--- src/logic/mmio_params.svh ---
`ifndef MMIO_PARAMS_SVH
`define MMIO_PARAMS_SVH

// Request bus widths
`define MMIO_ADDR_W    32
`define MMIO_DATA_W    32

// Only the low address bits reach the register decode
`define MMIO_OFFSET_W  20

// Requester starts with this many credits
`define MMIO_CREDITS   4

// ------------------------------------------------------------
// Register offsets within the decoded window
// ------------------------------------------------------------
`define CR_SEG7_0      20'h0_0000
`define CR_SEG7_1      20'h0_0004
`define CR_SEG7_2      20'h0_0008
`define CR_SEG7_3      20'h0_000C
`define CR_SEG7_4      20'h0_0010
`define CR_SEG7_5      20'h0_0014
`define CR_LED         20'h0_0018
`define CR_BUTTON_0    20'h0_0020
`define CR_BUTTON_1    20'h0_0024
`define CR_SWITCH      20'h0_0028

`endif
--- src/logic/board_cr_pkg.sv ---
`include "mmio_params.svh"

package board_cr_pkg;

    // ------------------------------------------------------------
    // Board control register types
    // ------------------------------------------------------------

    // Decoded register selector
    typedef enum logic [3:0] {
        IDX_SEG7_0   = 4'd0,
        IDX_SEG7_1   = 4'd1,
        IDX_SEG7_2   = 4'd2,
        IDX_SEG7_3   = 4'd3,
        IDX_SEG7_4   = 4'd4,
        IDX_SEG7_5   = 4'd5,
        IDX_LED      = 4'd6,
        IDX_BUTTON_0 = 4'd7,
        IDX_BUTTON_1 = 4'd8,
        IDX_SWITCH   = 4'd9,
        // Anything outside the map
        IDX_NONE     = 4'd15
    } cr_index_t;

    // Low address bits seen by the decode
    typedef logic [`MMIO_OFFSET_W-1:0] offset_t;

    // One seven-segment digit, segments a to g
    typedef logic [6:0] seg7_t;

    // LED bank
    typedef logic [6:0] led_t;

    // Slide switches
    typedef logic [9:0] switch_t;

endpackage

--- src/logic/mmio_pkg.sv ---
`include "mmio_params.svh"

package mmio_pkg;

    // ------------------------------------------------------------
    // Fabric transaction types
    // ------------------------------------------------------------

    // Request and response opcodes share one encoding
    typedef enum logic [1:0] {
        RD     = 2'b00,
        WR     = 2'b01,
        RD_RSP = 2'b10,
        WR_RSP = 2'b11
    } opcode_t;

    // Full request address
    typedef logic [`MMIO_ADDR_W-1:0] addr_t;

    // Write data and read data
    typedef logic [`MMIO_DATA_W-1:0] data_t;

endpackage

--- src/logic/mmio_if.sv ---
`timescale 1ns/10ps

// ------------------------------------------------------------
// Decoded register access, decode stage to execute stage
// ------------------------------------------------------------
interface cr_req_if;
    import mmio_pkg::*;
    import board_cr_pkg::*;

    logic      valid;
    logic      is_write;
    cr_index_t index;
    // Full address kept for the response
    addr_t     address;
    data_t     wr_data;

    modport decode  (output valid, is_write, index, address, wr_data);
    modport execute (input  valid, is_write, index, address, wr_data);
endinterface

// ------------------------------------------------------------
// Access result, execute stage to response pipeline
// ------------------------------------------------------------
interface cr_rsp_if;
    import mmio_pkg::*;

    logic  valid;
    logic  is_write;
    addr_t address;
    // Zero for writes
    data_t rd_data;

    modport execute (output valid, is_write, address, rd_data);
    modport result  (input  valid, is_write, address, rd_data);
endinterface

--- src/logic/mmio_top.sv ---
`timescale 1ns/10ps

module mmio_top (
    input  logic                  clk_50,
    input  logic                  rst_n,
    // Fabric request
    input  logic                  req_valid,
    input  mmio_pkg::opcode_t     req_opcode,
    input  mmio_pkg::addr_t       req_address,
    input  mmio_pkg::data_t       req_data,
    // Credit back to the requester
    output logic                  credit_return,
    // Fabric response
    output logic                  rsp_valid,
    output mmio_pkg::opcode_t     rsp_opcode,
    output mmio_pkg::addr_t       rsp_address,
    output mmio_pkg::data_t       rsp_data,
    // Board inputs
    input  logic                  button_0,
    input  logic                  button_1,
    input  board_cr_pkg::switch_t switch,
    // Board outputs
    output board_cr_pkg::seg7_t   seg7_0,
    output board_cr_pkg::seg7_t   seg7_1,
    output board_cr_pkg::seg7_t   seg7_2,
    output board_cr_pkg::seg7_t   seg7_3,
    output board_cr_pkg::seg7_t   seg7_4,
    output board_cr_pkg::seg7_t   seg7_5,
    output board_cr_pkg::led_t    led
);

    // Stage links
    cr_req_if req_bus ();
    cr_rsp_if rsp_bus ();

    // ------------------------------------------------------------
    // Decode, execute, result
    // ------------------------------------------------------------
    mmio_req_decode decode_i (
        .clk_50      (clk_50),
        .rst_n       (rst_n),
        .req_valid   (req_valid),
        .req_opcode  (req_opcode),
        .req_address (req_address),
        .req_data    (req_data),
        .req         (req_bus.decode)
    );

    mmio_cr_execute execute_i (
        .clk_50   (clk_50),
        .rst_n    (rst_n),
        .req      (req_bus.execute),
        .rsp      (rsp_bus.execute),
        .button_0 (button_0),
        .button_1 (button_1),
        .switch   (switch),
        .seg7_0   (seg7_0),
        .seg7_1   (seg7_1),
        .seg7_2   (seg7_2),
        .seg7_3   (seg7_3),
        .seg7_4   (seg7_4),
        .seg7_5   (seg7_5),
        .led      (led)
    );

    mmio_rsp_result result_i (
        .clk_50        (clk_50),
        .rst_n         (rst_n),
        .rsp           (rsp_bus.result),
        .rsp_valid     (rsp_valid),
        .rsp_opcode    (rsp_opcode),
        .rsp_address   (rsp_address),
        .rsp_data      (rsp_data),
        .credit_return (credit_return)
    );

endmodule

--- src/logic/mmio_rsp_result.sv ---
`timescale 1ns/10ps

module mmio_rsp_result (
    input  logic              clk_50,
    input  logic              rst_n,
    cr_rsp_if.result          rsp,
    output logic              rsp_valid,
    output mmio_pkg::opcode_t rsp_opcode,
    output mmio_pkg::addr_t   rsp_address,
    output mmio_pkg::data_t   rsp_data,
    output logic              credit_return
);
    import mmio_pkg::*;

    // First response stage
    logic  s1_valid;
    logic  s1_is_write;
    addr_t s1_address;
    data_t s1_data;

    // ------------------------------------------------------------
    // Stage one
    // ------------------------------------------------------------
    always_ff @(posedge clk_50 or negedge rst_n) begin
        if (!rst_n) begin
            s1_valid <= 1'b0;
        end else begin
            s1_valid <= rsp.valid;
        end
    end

    always_ff @(posedge clk_50) begin
        if (rsp.valid) begin
            s1_is_write <= rsp.is_write;
            s1_address  <= rsp.address;
            s1_data     <= rsp.rd_data;
        end
    end

    // ------------------------------------------------------------
    // Stage two, the response port
    // ------------------------------------------------------------
    always_ff @(posedge clk_50 or negedge rst_n) begin
        if (!rst_n) begin
            rsp_valid     <= 1'b0;
            credit_return <= 1'b0;
            rsp_opcode    <= RD;
            rsp_address   <= '0;
            rsp_data      <= '0;
        end else begin
            rsp_valid     <= s1_valid;
            // One credit back per response
            credit_return <= s1_valid;
            if (s1_valid) begin
                rsp_opcode  <= s1_is_write ? WR_RSP : RD_RSP;
                rsp_address <= s1_address;
                rsp_data    <= s1_data;
            end
        end
    end

endmodule

--- src/logic/mmio_cr_execute.sv ---
`timescale 1ns/10ps

module mmio_cr_execute (
    input  logic                  clk_50,
    input  logic                  rst_n,
    cr_req_if.execute             req,
    cr_rsp_if.execute             rsp,
    input  logic                  button_0,
    input  logic                  button_1,
    input  board_cr_pkg::switch_t switch,
    output board_cr_pkg::seg7_t   seg7_0,
    output board_cr_pkg::seg7_t   seg7_1,
    output board_cr_pkg::seg7_t   seg7_2,
    output board_cr_pkg::seg7_t   seg7_3,
    output board_cr_pkg::seg7_t   seg7_4,
    output board_cr_pkg::seg7_t   seg7_5,
    output board_cr_pkg::led_t    led
);
    import mmio_pkg::*;
    import board_cr_pkg::*;

    localparam int NUM_SEG7 = 6;

    // Read-write registers, also the board outputs
    seg7_t seg7_q    [NUM_SEG7];
    seg7_t seg7_next [NUM_SEG7];
    led_t  led_q;
    led_t  led_next;
    logic  wr_en;
    logic  rd_en;

    assign wr_en = req.valid && req.is_write;
    assign rd_en = req.valid && !req.is_write;

    // ------------------------------------------------------------
    // Write path
    // ------------------------------------------------------------
    always_comb begin
        seg7_next = seg7_q;
        led_next  = led_q;
        if (wr_en) begin
            // Low seven data bits only
            case (req.index)
                IDX_SEG7_0: seg7_next[0] = req.wr_data[6:0];
                IDX_SEG7_1: seg7_next[1] = req.wr_data[6:0];
                IDX_SEG7_2: seg7_next[2] = req.wr_data[6:0];
                IDX_SEG7_3: seg7_next[3] = req.wr_data[6:0];
                IDX_SEG7_4: seg7_next[4] = req.wr_data[6:0];
                IDX_SEG7_5: seg7_next[5] = req.wr_data[6:0];
                IDX_LED:    led_next     = req.wr_data[6:0];
                // Read-only or unmapped, write is dropped
                default: ;
            endcase
        end
    end

    always_ff @(posedge clk_50 or negedge rst_n) begin
        if (!rst_n) begin
            seg7_q <= '{default: '0};
            led_q  <= '0;
        end else begin
            seg7_q <= seg7_next;
            led_q  <= led_next;
        end
    end

    // Board outputs straight from the registers
    assign seg7_0 = seg7_q[0];
    assign seg7_1 = seg7_q[1];
    assign seg7_2 = seg7_q[2];
    assign seg7_3 = seg7_q[3];
    assign seg7_4 = seg7_q[4];
    assign seg7_5 = seg7_q[5];
    assign led    = led_q;

    // ------------------------------------------------------------
    // Read path
    // ------------------------------------------------------------
    always_comb begin
        rsp.rd_data = '0;
        if (rd_en) begin
            // Next-state view so a same-cycle write is visible
            case (req.index)
                IDX_SEG7_0:   rsp.rd_data = data_t'(seg7_next[0]);
                IDX_SEG7_1:   rsp.rd_data = data_t'(seg7_next[1]);
                IDX_SEG7_2:   rsp.rd_data = data_t'(seg7_next[2]);
                IDX_SEG7_3:   rsp.rd_data = data_t'(seg7_next[3]);
                IDX_SEG7_4:   rsp.rd_data = data_t'(seg7_next[4]);
                IDX_SEG7_5:   rsp.rd_data = data_t'(seg7_next[5]);
                IDX_LED:      rsp.rd_data = data_t'(led_next);
                // Live board inputs
                IDX_BUTTON_0: rsp.rd_data = data_t'(button_0);
                IDX_BUTTON_1: rsp.rd_data = data_t'(button_1);
                IDX_SWITCH:   rsp.rd_data = data_t'(switch);
                default:      rsp.rd_data = '0;
            endcase
        end
    end

    // Control and address pass through
    assign rsp.valid    = req.valid;
    assign rsp.is_write = req.is_write;
    assign rsp.address  = req.address;

endmodule

--- src/logic/mmio_req_decode.sv ---
`timescale 1ns/10ps
`include "mmio_params.svh"

module mmio_req_decode (
    input  logic              clk_50,
    input  logic              rst_n,
    input  logic              req_valid,
    input  mmio_pkg::opcode_t req_opcode,
    input  mmio_pkg::addr_t   req_address,
    input  mmio_pkg::data_t   req_data,
    cr_req_if.decode          req
);
    import mmio_pkg::*;
    import board_cr_pkg::*;

    offset_t   offset;
    cr_index_t index_next;
    logic      access;

    // Response opcodes arriving here are dropped
    assign access = req_valid && ((req_opcode == RD) || (req_opcode == WR));

    // Upper address bits are ignored
    assign offset = req_address[`MMIO_OFFSET_W-1:0];

    // ------------------------------------------------------------
    // Offset to register index
    // ------------------------------------------------------------
    always_comb begin
        case (offset)
            `CR_SEG7_0:   index_next = IDX_SEG7_0;
            `CR_SEG7_1:   index_next = IDX_SEG7_1;
            `CR_SEG7_2:   index_next = IDX_SEG7_2;
            `CR_SEG7_3:   index_next = IDX_SEG7_3;
            `CR_SEG7_4:   index_next = IDX_SEG7_4;
            `CR_SEG7_5:   index_next = IDX_SEG7_5;
            `CR_LED:      index_next = IDX_LED;
            `CR_BUTTON_0: index_next = IDX_BUTTON_0;
            `CR_BUTTON_1: index_next = IDX_BUTTON_1;
            `CR_SWITCH:   index_next = IDX_SWITCH;
            // Unmapped offset
            default:      index_next = IDX_NONE;
        endcase
    end

    // Stage valid
    always_ff @(posedge clk_50 or negedge rst_n) begin
        if (!rst_n) begin
            req.valid <= 1'b0;
        end else begin
            req.valid <= access;
        end
    end

    // Payload held between accesses
    always_ff @(posedge clk_50) begin
        if (access) begin
            req.is_write <= (req_opcode == WR);
            req.index    <= index_next;
            req.address  <= req_address;
            req.wr_data  <= req_data;
        end
    end

endmodule

--- config.mk ---
export PLATFORM = sky130hd
export DESIGN_NAME = mmio_top
export DESIGN_NICKNAME = d
export VERILOG_FILES = /design/src/logic/board_cr_pkg.sv /design/src/logic/mmio_pkg.sv /design/src/logic/mmio_if.sv /design/src/logic/mmio_top.sv /design/src/logic/mmio_rsp_result.sv /design/src/logic/mmio_cr_execute.sv /design/src/logic/mmio_req_decode.sv
export VERILOG_INCLUDE_DIRS = /design/src /design/src/logic
export SDC_FILE = /design/constraint.sdc
export NUM_CORES = 1
export LEC_CHECK = 0
export BUFFER_PORTS_ARGS = -buffer_cell sky130_fd_sc_hd__clkbuf_2
export CORE_AREA = 3 3 154 156
export CTS_CLUSTER_SIZE = 8
export DETAILED_ROUTE_END_ITERATION = 16
export DIE_AREA = 0 0 157 159
export GPL_TIMING_DRIVEN = 1
export PLACE_DENSITY = 0.69
export SYNTH_ARGS = -nofsm -noshare
export SYNTH_HDL_FRONTEND = slang
export SYNTH_HIERARCHICAL = 1
export SYNTH_SLANG_ARGS = --single-unit
export TNS_END_PERCENT = 20
--- constraint.sdc ---
create_clock -name clk_50 -period 1.5 [get_ports clk_50]
set_input_delay 0.3 -clock clk_50 [delete_from_list [all_inputs] [get_ports clk_50]]
set_output_delay 0.3 -clock clk_50 [all_outputs]
set_load 0.02 [all_outputs]
Word-level counts from Yosys, hierarchy flattened. Index checks and enable logic that the tools add are counted.

Muxes and demuxes: 12. Eq/ne operators: 19. Reduce and logical (&&, ||, !) cells: 8.

Operators with widths (number): 10-bit case mux with 10 select lines (1); 20-bit by 5-bit == test with 1-bit output, second input constant (3); 20-bit by 6-bit == test with 1-bit output, second input constant (3); 7-bit 2-to-1 mux (8); 42-bit 2-to-1 mux (1); 20-bit by 4-bit == test with 1-bit output, second input constant (2); 4-bit case mux with 10 select lines (1); 20-bit by 3-bit == test with 1-bit output, second input constant (1); 20-bit zero test (1); 4-bit by 3-bit == test with 1-bit output, second input constant (4); 4-bit by 2-bit == test with 1-bit output, second input constant (2); 4-bit == test, second input constant (2); 4-bit by 1-bit == test with 1-bit output, second input constant (1); 4-bit zero test (1); 1-bit logical AND (3); 2-bit by 1-bit == test with 1-bit output, second input constant (1); 2-bit zero test (1); 1-bit zero test (1); 1-bit logical OR (1); 1-bit 2-to-1 mux (1).

Bits of input ports: 81. Register bits after elaboration: 227. Word-level logic and storage cells: 59.

Longest topological paths before layout.
Depth in word-level cells: 4. Depth in mapped cells: 6.

By module. Netlist, hierarchy kept.

Modules (own cells, without submodules): mmio_rsp_result (seq. area each 3653.5 um^2, area each 4611.9 um^2, times used 1, cells each 207); mmio_cr_execute (seq. area each 1226.2 um^2, area each 3265.6 um^2, times used 1, cells each 299); mmio_req_decode (seq. area each 2097.0 um^2, area each 2224.6 um^2, times used 1, cells each 91).

Least setup slack after synthesis. OpenSTA, ideal clock, no wires.

Kind: input port to flip-flop. Start: in req_opcode[1]. End: reg decode_i.req.address[0] (enable). Arrival: 3.408 ns. Path buffers: 0. Setup slack: -2.415 ns. Cell stages on the path: 1. Required time: 0.993 ns. Cell sequence: nor2b_1.

Longest elaborated chain between the ends: 3.

Ends and longest elaborated chain: start: declaration (RTL line mmio_top.sv:8) `input mmio_pkg::opcode_t req_opcode,`; 2-bit by 1-bit == test with 1-bit output / 2-bit zero test (equally long branches) (RTL line mmio_req_decode.sv:21) `assign access = req_valid && ((req_opcode == RD) || (req_opcode == WR));`; 1-bit logical OR (*) (RTL line mmio_req_decode.sv:21); 1-bit logical AND (*) (RTL line mmio_req_decode.sv:21); end signal: assignment (RTL line mmio_req_decode.sv:60) `req.address <= req_address;`; end: declaration (RTL line mmio_if.sv:17) `modport decode (output valid, is_write, index, address, wr_data);`.

Mark *: on every way between the ends. The rest lies on a longest branch, timed or not. A chain may end at the register's enable or synchronous reset.

Final worst setup path.
Start: reg decode_i.req.index[1]. End: reg result_i.s1_data[4], data pin.

Longest elaborated chain between the ends: 4.

Ends and longest elaborated chain: start: declaration (RTL line mmio_if.sv:17); start signal: assignment (RTL line mmio_req_decode.sv:59) `req.index <= index_next;`; 4-bit by 3-bit == test with 1-bit output (tied with other cells) (RTL line mmio_cr_execute.sv:43, mmio_cr_execute.sv:83); 7-bit 2-to-1 mux (RTL line mmio_cr_execute.sv:43) `case (req.index)`; 7-bit 2-to-1 mux / 42-bit 2-to-1 mux (equally long branches) (RTL line mmio_cr_execute.sv:41) `if (wr_en) begin`; 10-bit case mux with 10 select lines (*) (RTL line mmio_cr_execute.sv:83) `case (req.index)`; end signal: assignment (RTL line mmio_rsp_result.sv:36) `s1_data <= rsp.rd_data;`; end: declaration (RTL line mmio_rsp_result.sv:19) `data_t s1_data;`.

Marked as above.

==> results by group <==
Finish
  • Most common cell after layout, fill and taps aside: clkbuf_2
  • Layout Nets: approximately 920
  • Ant. Diodes: 0
  • Layout cells sized above 1: a little over half
  • Area grow syn2layout: 33.45%
  • Post-route design area: between 10000 and 15000 um2
  • Most frequent cells in the layout: clkbuf_2 (170), dfrtp_1 (116), edfxtp_1 (109)

Placement
  • GP Congestion: about 0.9
  • IO buf count: between 150 and 200
  • Detailed Place HPWL: 14.67 mm
  • Post-DP Area: approximately 11000 um2

Route
  • DR pass1 iterations: 5
  • Final WL: between 20 and 25 mm
  • Antenna-violating nets left: 0
  • DRC: 0
  • Drt via density: 4.990
  • Initial DRC count: 401
  • WL per Instance: approximately 19 um
  • DR vias: 5744

Worst setup path
  • Data arrival time at the worst-slack endpoint: 2.14 ns
  • Endpoint type of the worst setup path: flop
  • WP buf/inv: 4
  • Worst Reg-to-Reg Cells: 8
  • Total stage count of the critical path: 8
  • CP max stage delay: 0.43 ns
  • Critical Path RT: roughly 1.8 ns
  • FF-to-FF Start: decode_i/req.index[1]
  • Crit path kind: reg -> reg
  • CP Capture Point: result_i/s1_data[4]
  • CP max stage cell: edfxtp_1
  • Reg-to-reg critical path endpoint: result_i/s1_data[4]
  • Reg2Reg Setup Slack: -0.32 ns
  • Largest delay share family, worst path: buffers and inverters
  • Worst-path cell chain: buf_6, buf_6, buf_4, nor3_2, buf_4, o211ai_1, o211a_1, a31oi_1
  • Startpoint types: flop
  • Maximum fanout along the worst path: 7
  • Crit. Startpoint: decode_i/req.index[1]

Timing
  • # setup viols final: a little under 60
  • Peak Freq: 0.5508 GHz
  • Hold Vio Cnt, Final: 0
  • Crit path time final: 1.815 ns
  • Crit share post-route: 121.0%
  • Layout Skew: 0.01479 ns
  • Final WS setup: -0.3155 ns
  • Pins Over Slew Limit: 0
  • RSZ-0062 raised after global routing: yes

Power and ir drop
  • Tot Pwr: 17.69 mW
  • Worst IR Drop VDD: 0.0008194 V
  • Static Leak: between 5 and 6 nW
  • Power Density: 1417 nW/um2

Outcome
  • Failing checks: negative setup slack
  • Status: complete, but fails checks

Floorplanning
  • Die width: about 160 um
  • Initial core utilization: between 40% and 50%
  • I/O pins: about 200
  • Area of the die: roughly 25000 um2
  • Core box area: ~23000 um2
  • Die Height: about 160 um
  • Row count: 55

Clock network
  • Clk_lat worst skew: approximately 0.49 ns
  • Root Buffer Master: clkbuf_16
  • CTS Buffer Depth: 3
  • Clock slew at reported path FFs: 0.05 ns
  • Clk sink count: 227
  • CTS HTree Levels: 2
  • TritonCTS clock tree: built
  • Total CTS buffers: 34

Global route
  • Antenna violations before repair: 0
  • First-pass GRT wire length: 33.53 mm
  • Via count of the first global-routing pass: between 5000 and 6000
  • Gr ovfl total: 0
  • Largest net degree at the start of global routing: a little under 70
  • GR Util All Layers: roughly 17%

Synthesis
  • Synth warn: 6
  • Syn Inst Count: between 500 and 600
  • Mean Syn Cell Area: 16.35 um2
  • Synth Cell Area: a little over 9000 um2

Job
  • Total of max-cap violations: 0

Hold path
  • Tightest Hold Check Type: in -> reg
  • Worst hold path depth: 1
[per-layer routing]
| metal | wire length (um) | vias up | track usage [%] |
|---|---|---|---|
| met5 | 0 | - | 0 |
| met4 | 730 | 0 | 6.884 |
| met3 | 1267 | 60 | 3.968 |
| met2 | 9631 | 240 | 25.66 |
| met1 | 9675 | 2834 | 23.86 |
| li1 | - | 2610 | - |
[sequential cells by signal, summed over array words and instances (netlist names), 2 cells and up]
register and cells:
decode_i/req.address 32, decode_i/req.index 4, decode_i/req.wr_data 7, execute_i/led 7, execute_i/seg7_0 7, execute_i/seg7_1 7
execute_i/seg7_2 7, execute_i/seg7_3 7, execute_i/seg7_4 7, execute_i/seg7_5 7, result_i/rsp_address 32, result_i/rsp_data 32
result_i/rsp_opcode 2, result_i/s1_address 32, result_i/s1_data 32
[worst min path at each step]
stage / end / startpoint
3_5_place_dp: execute_i/seg7_1[6] / rst_n
4_1_cts: decode_i/req.address[7] / req_address[7]
3_3_place_gp: execute_i/seg7_1[6] / rst_n
5_1_grt: decode_i/req.address[18] / req_address[18]
2_1_floorplan: decode_i/req.valid / rst_n
6_report: decode_i/req.address[7] / req_address[7]
[through the flow]
| stage | hold WS, ns | instances | utilization [%] | worst slack [ns] | setup TNS (ns) |
|---|---|---|---|---|---|
| 5_1_grt | 0.009201 | 1151 | 55.46 | -0.4046 | -11.17 |
| 2_1_floorplan | 0.004409 | 593 | - | -0.1580 | -1.449 |
| 6_report | 0.02521 | 1151 | 55.46 | -0.3155 | -8.629 |
| 3_3_place_gp | 0.1176 | 1049 | 47.85 | -0.3521 | -13.78 |
| 4_1_cts | 0.001082 | 1147 | 54.65 | -0.2410 | -9.492 |
| 3_5_place_dp | 0.1176 | 1049 | 47.85 | -0.3149 | -14.05 |
[cell type report]
cell class | count | area [um2]
Clock buffer | 60 | 1022
Fill cell | 1767 | 10020
Multi-Input combinational cell | 285 | 2835
Sequential cell | 227 | 6233
Tap cell | 285 | 356.6
Timing Repair Buffer | 294 | 2032
[what timing repair did]
item                                    in CTS  in global routing
pin swaps                                    9                 14
gates resized for setup                     36                 39
setup buffers                                9                  5
hold buffers                                29                  0
endpoints found under the setup margin      59                 62
endpoints found under the hold margin      146                  0
[power breakdown]
part | switching, mW | total (mW) | internal [mW]
clock network | 2.53 | 7.09 | 4.56
registers | 0.502 | 7.77 | 7.27
logic | 1.52 | 2.82 | 1.31
Power figures use the tool's default switching activity.
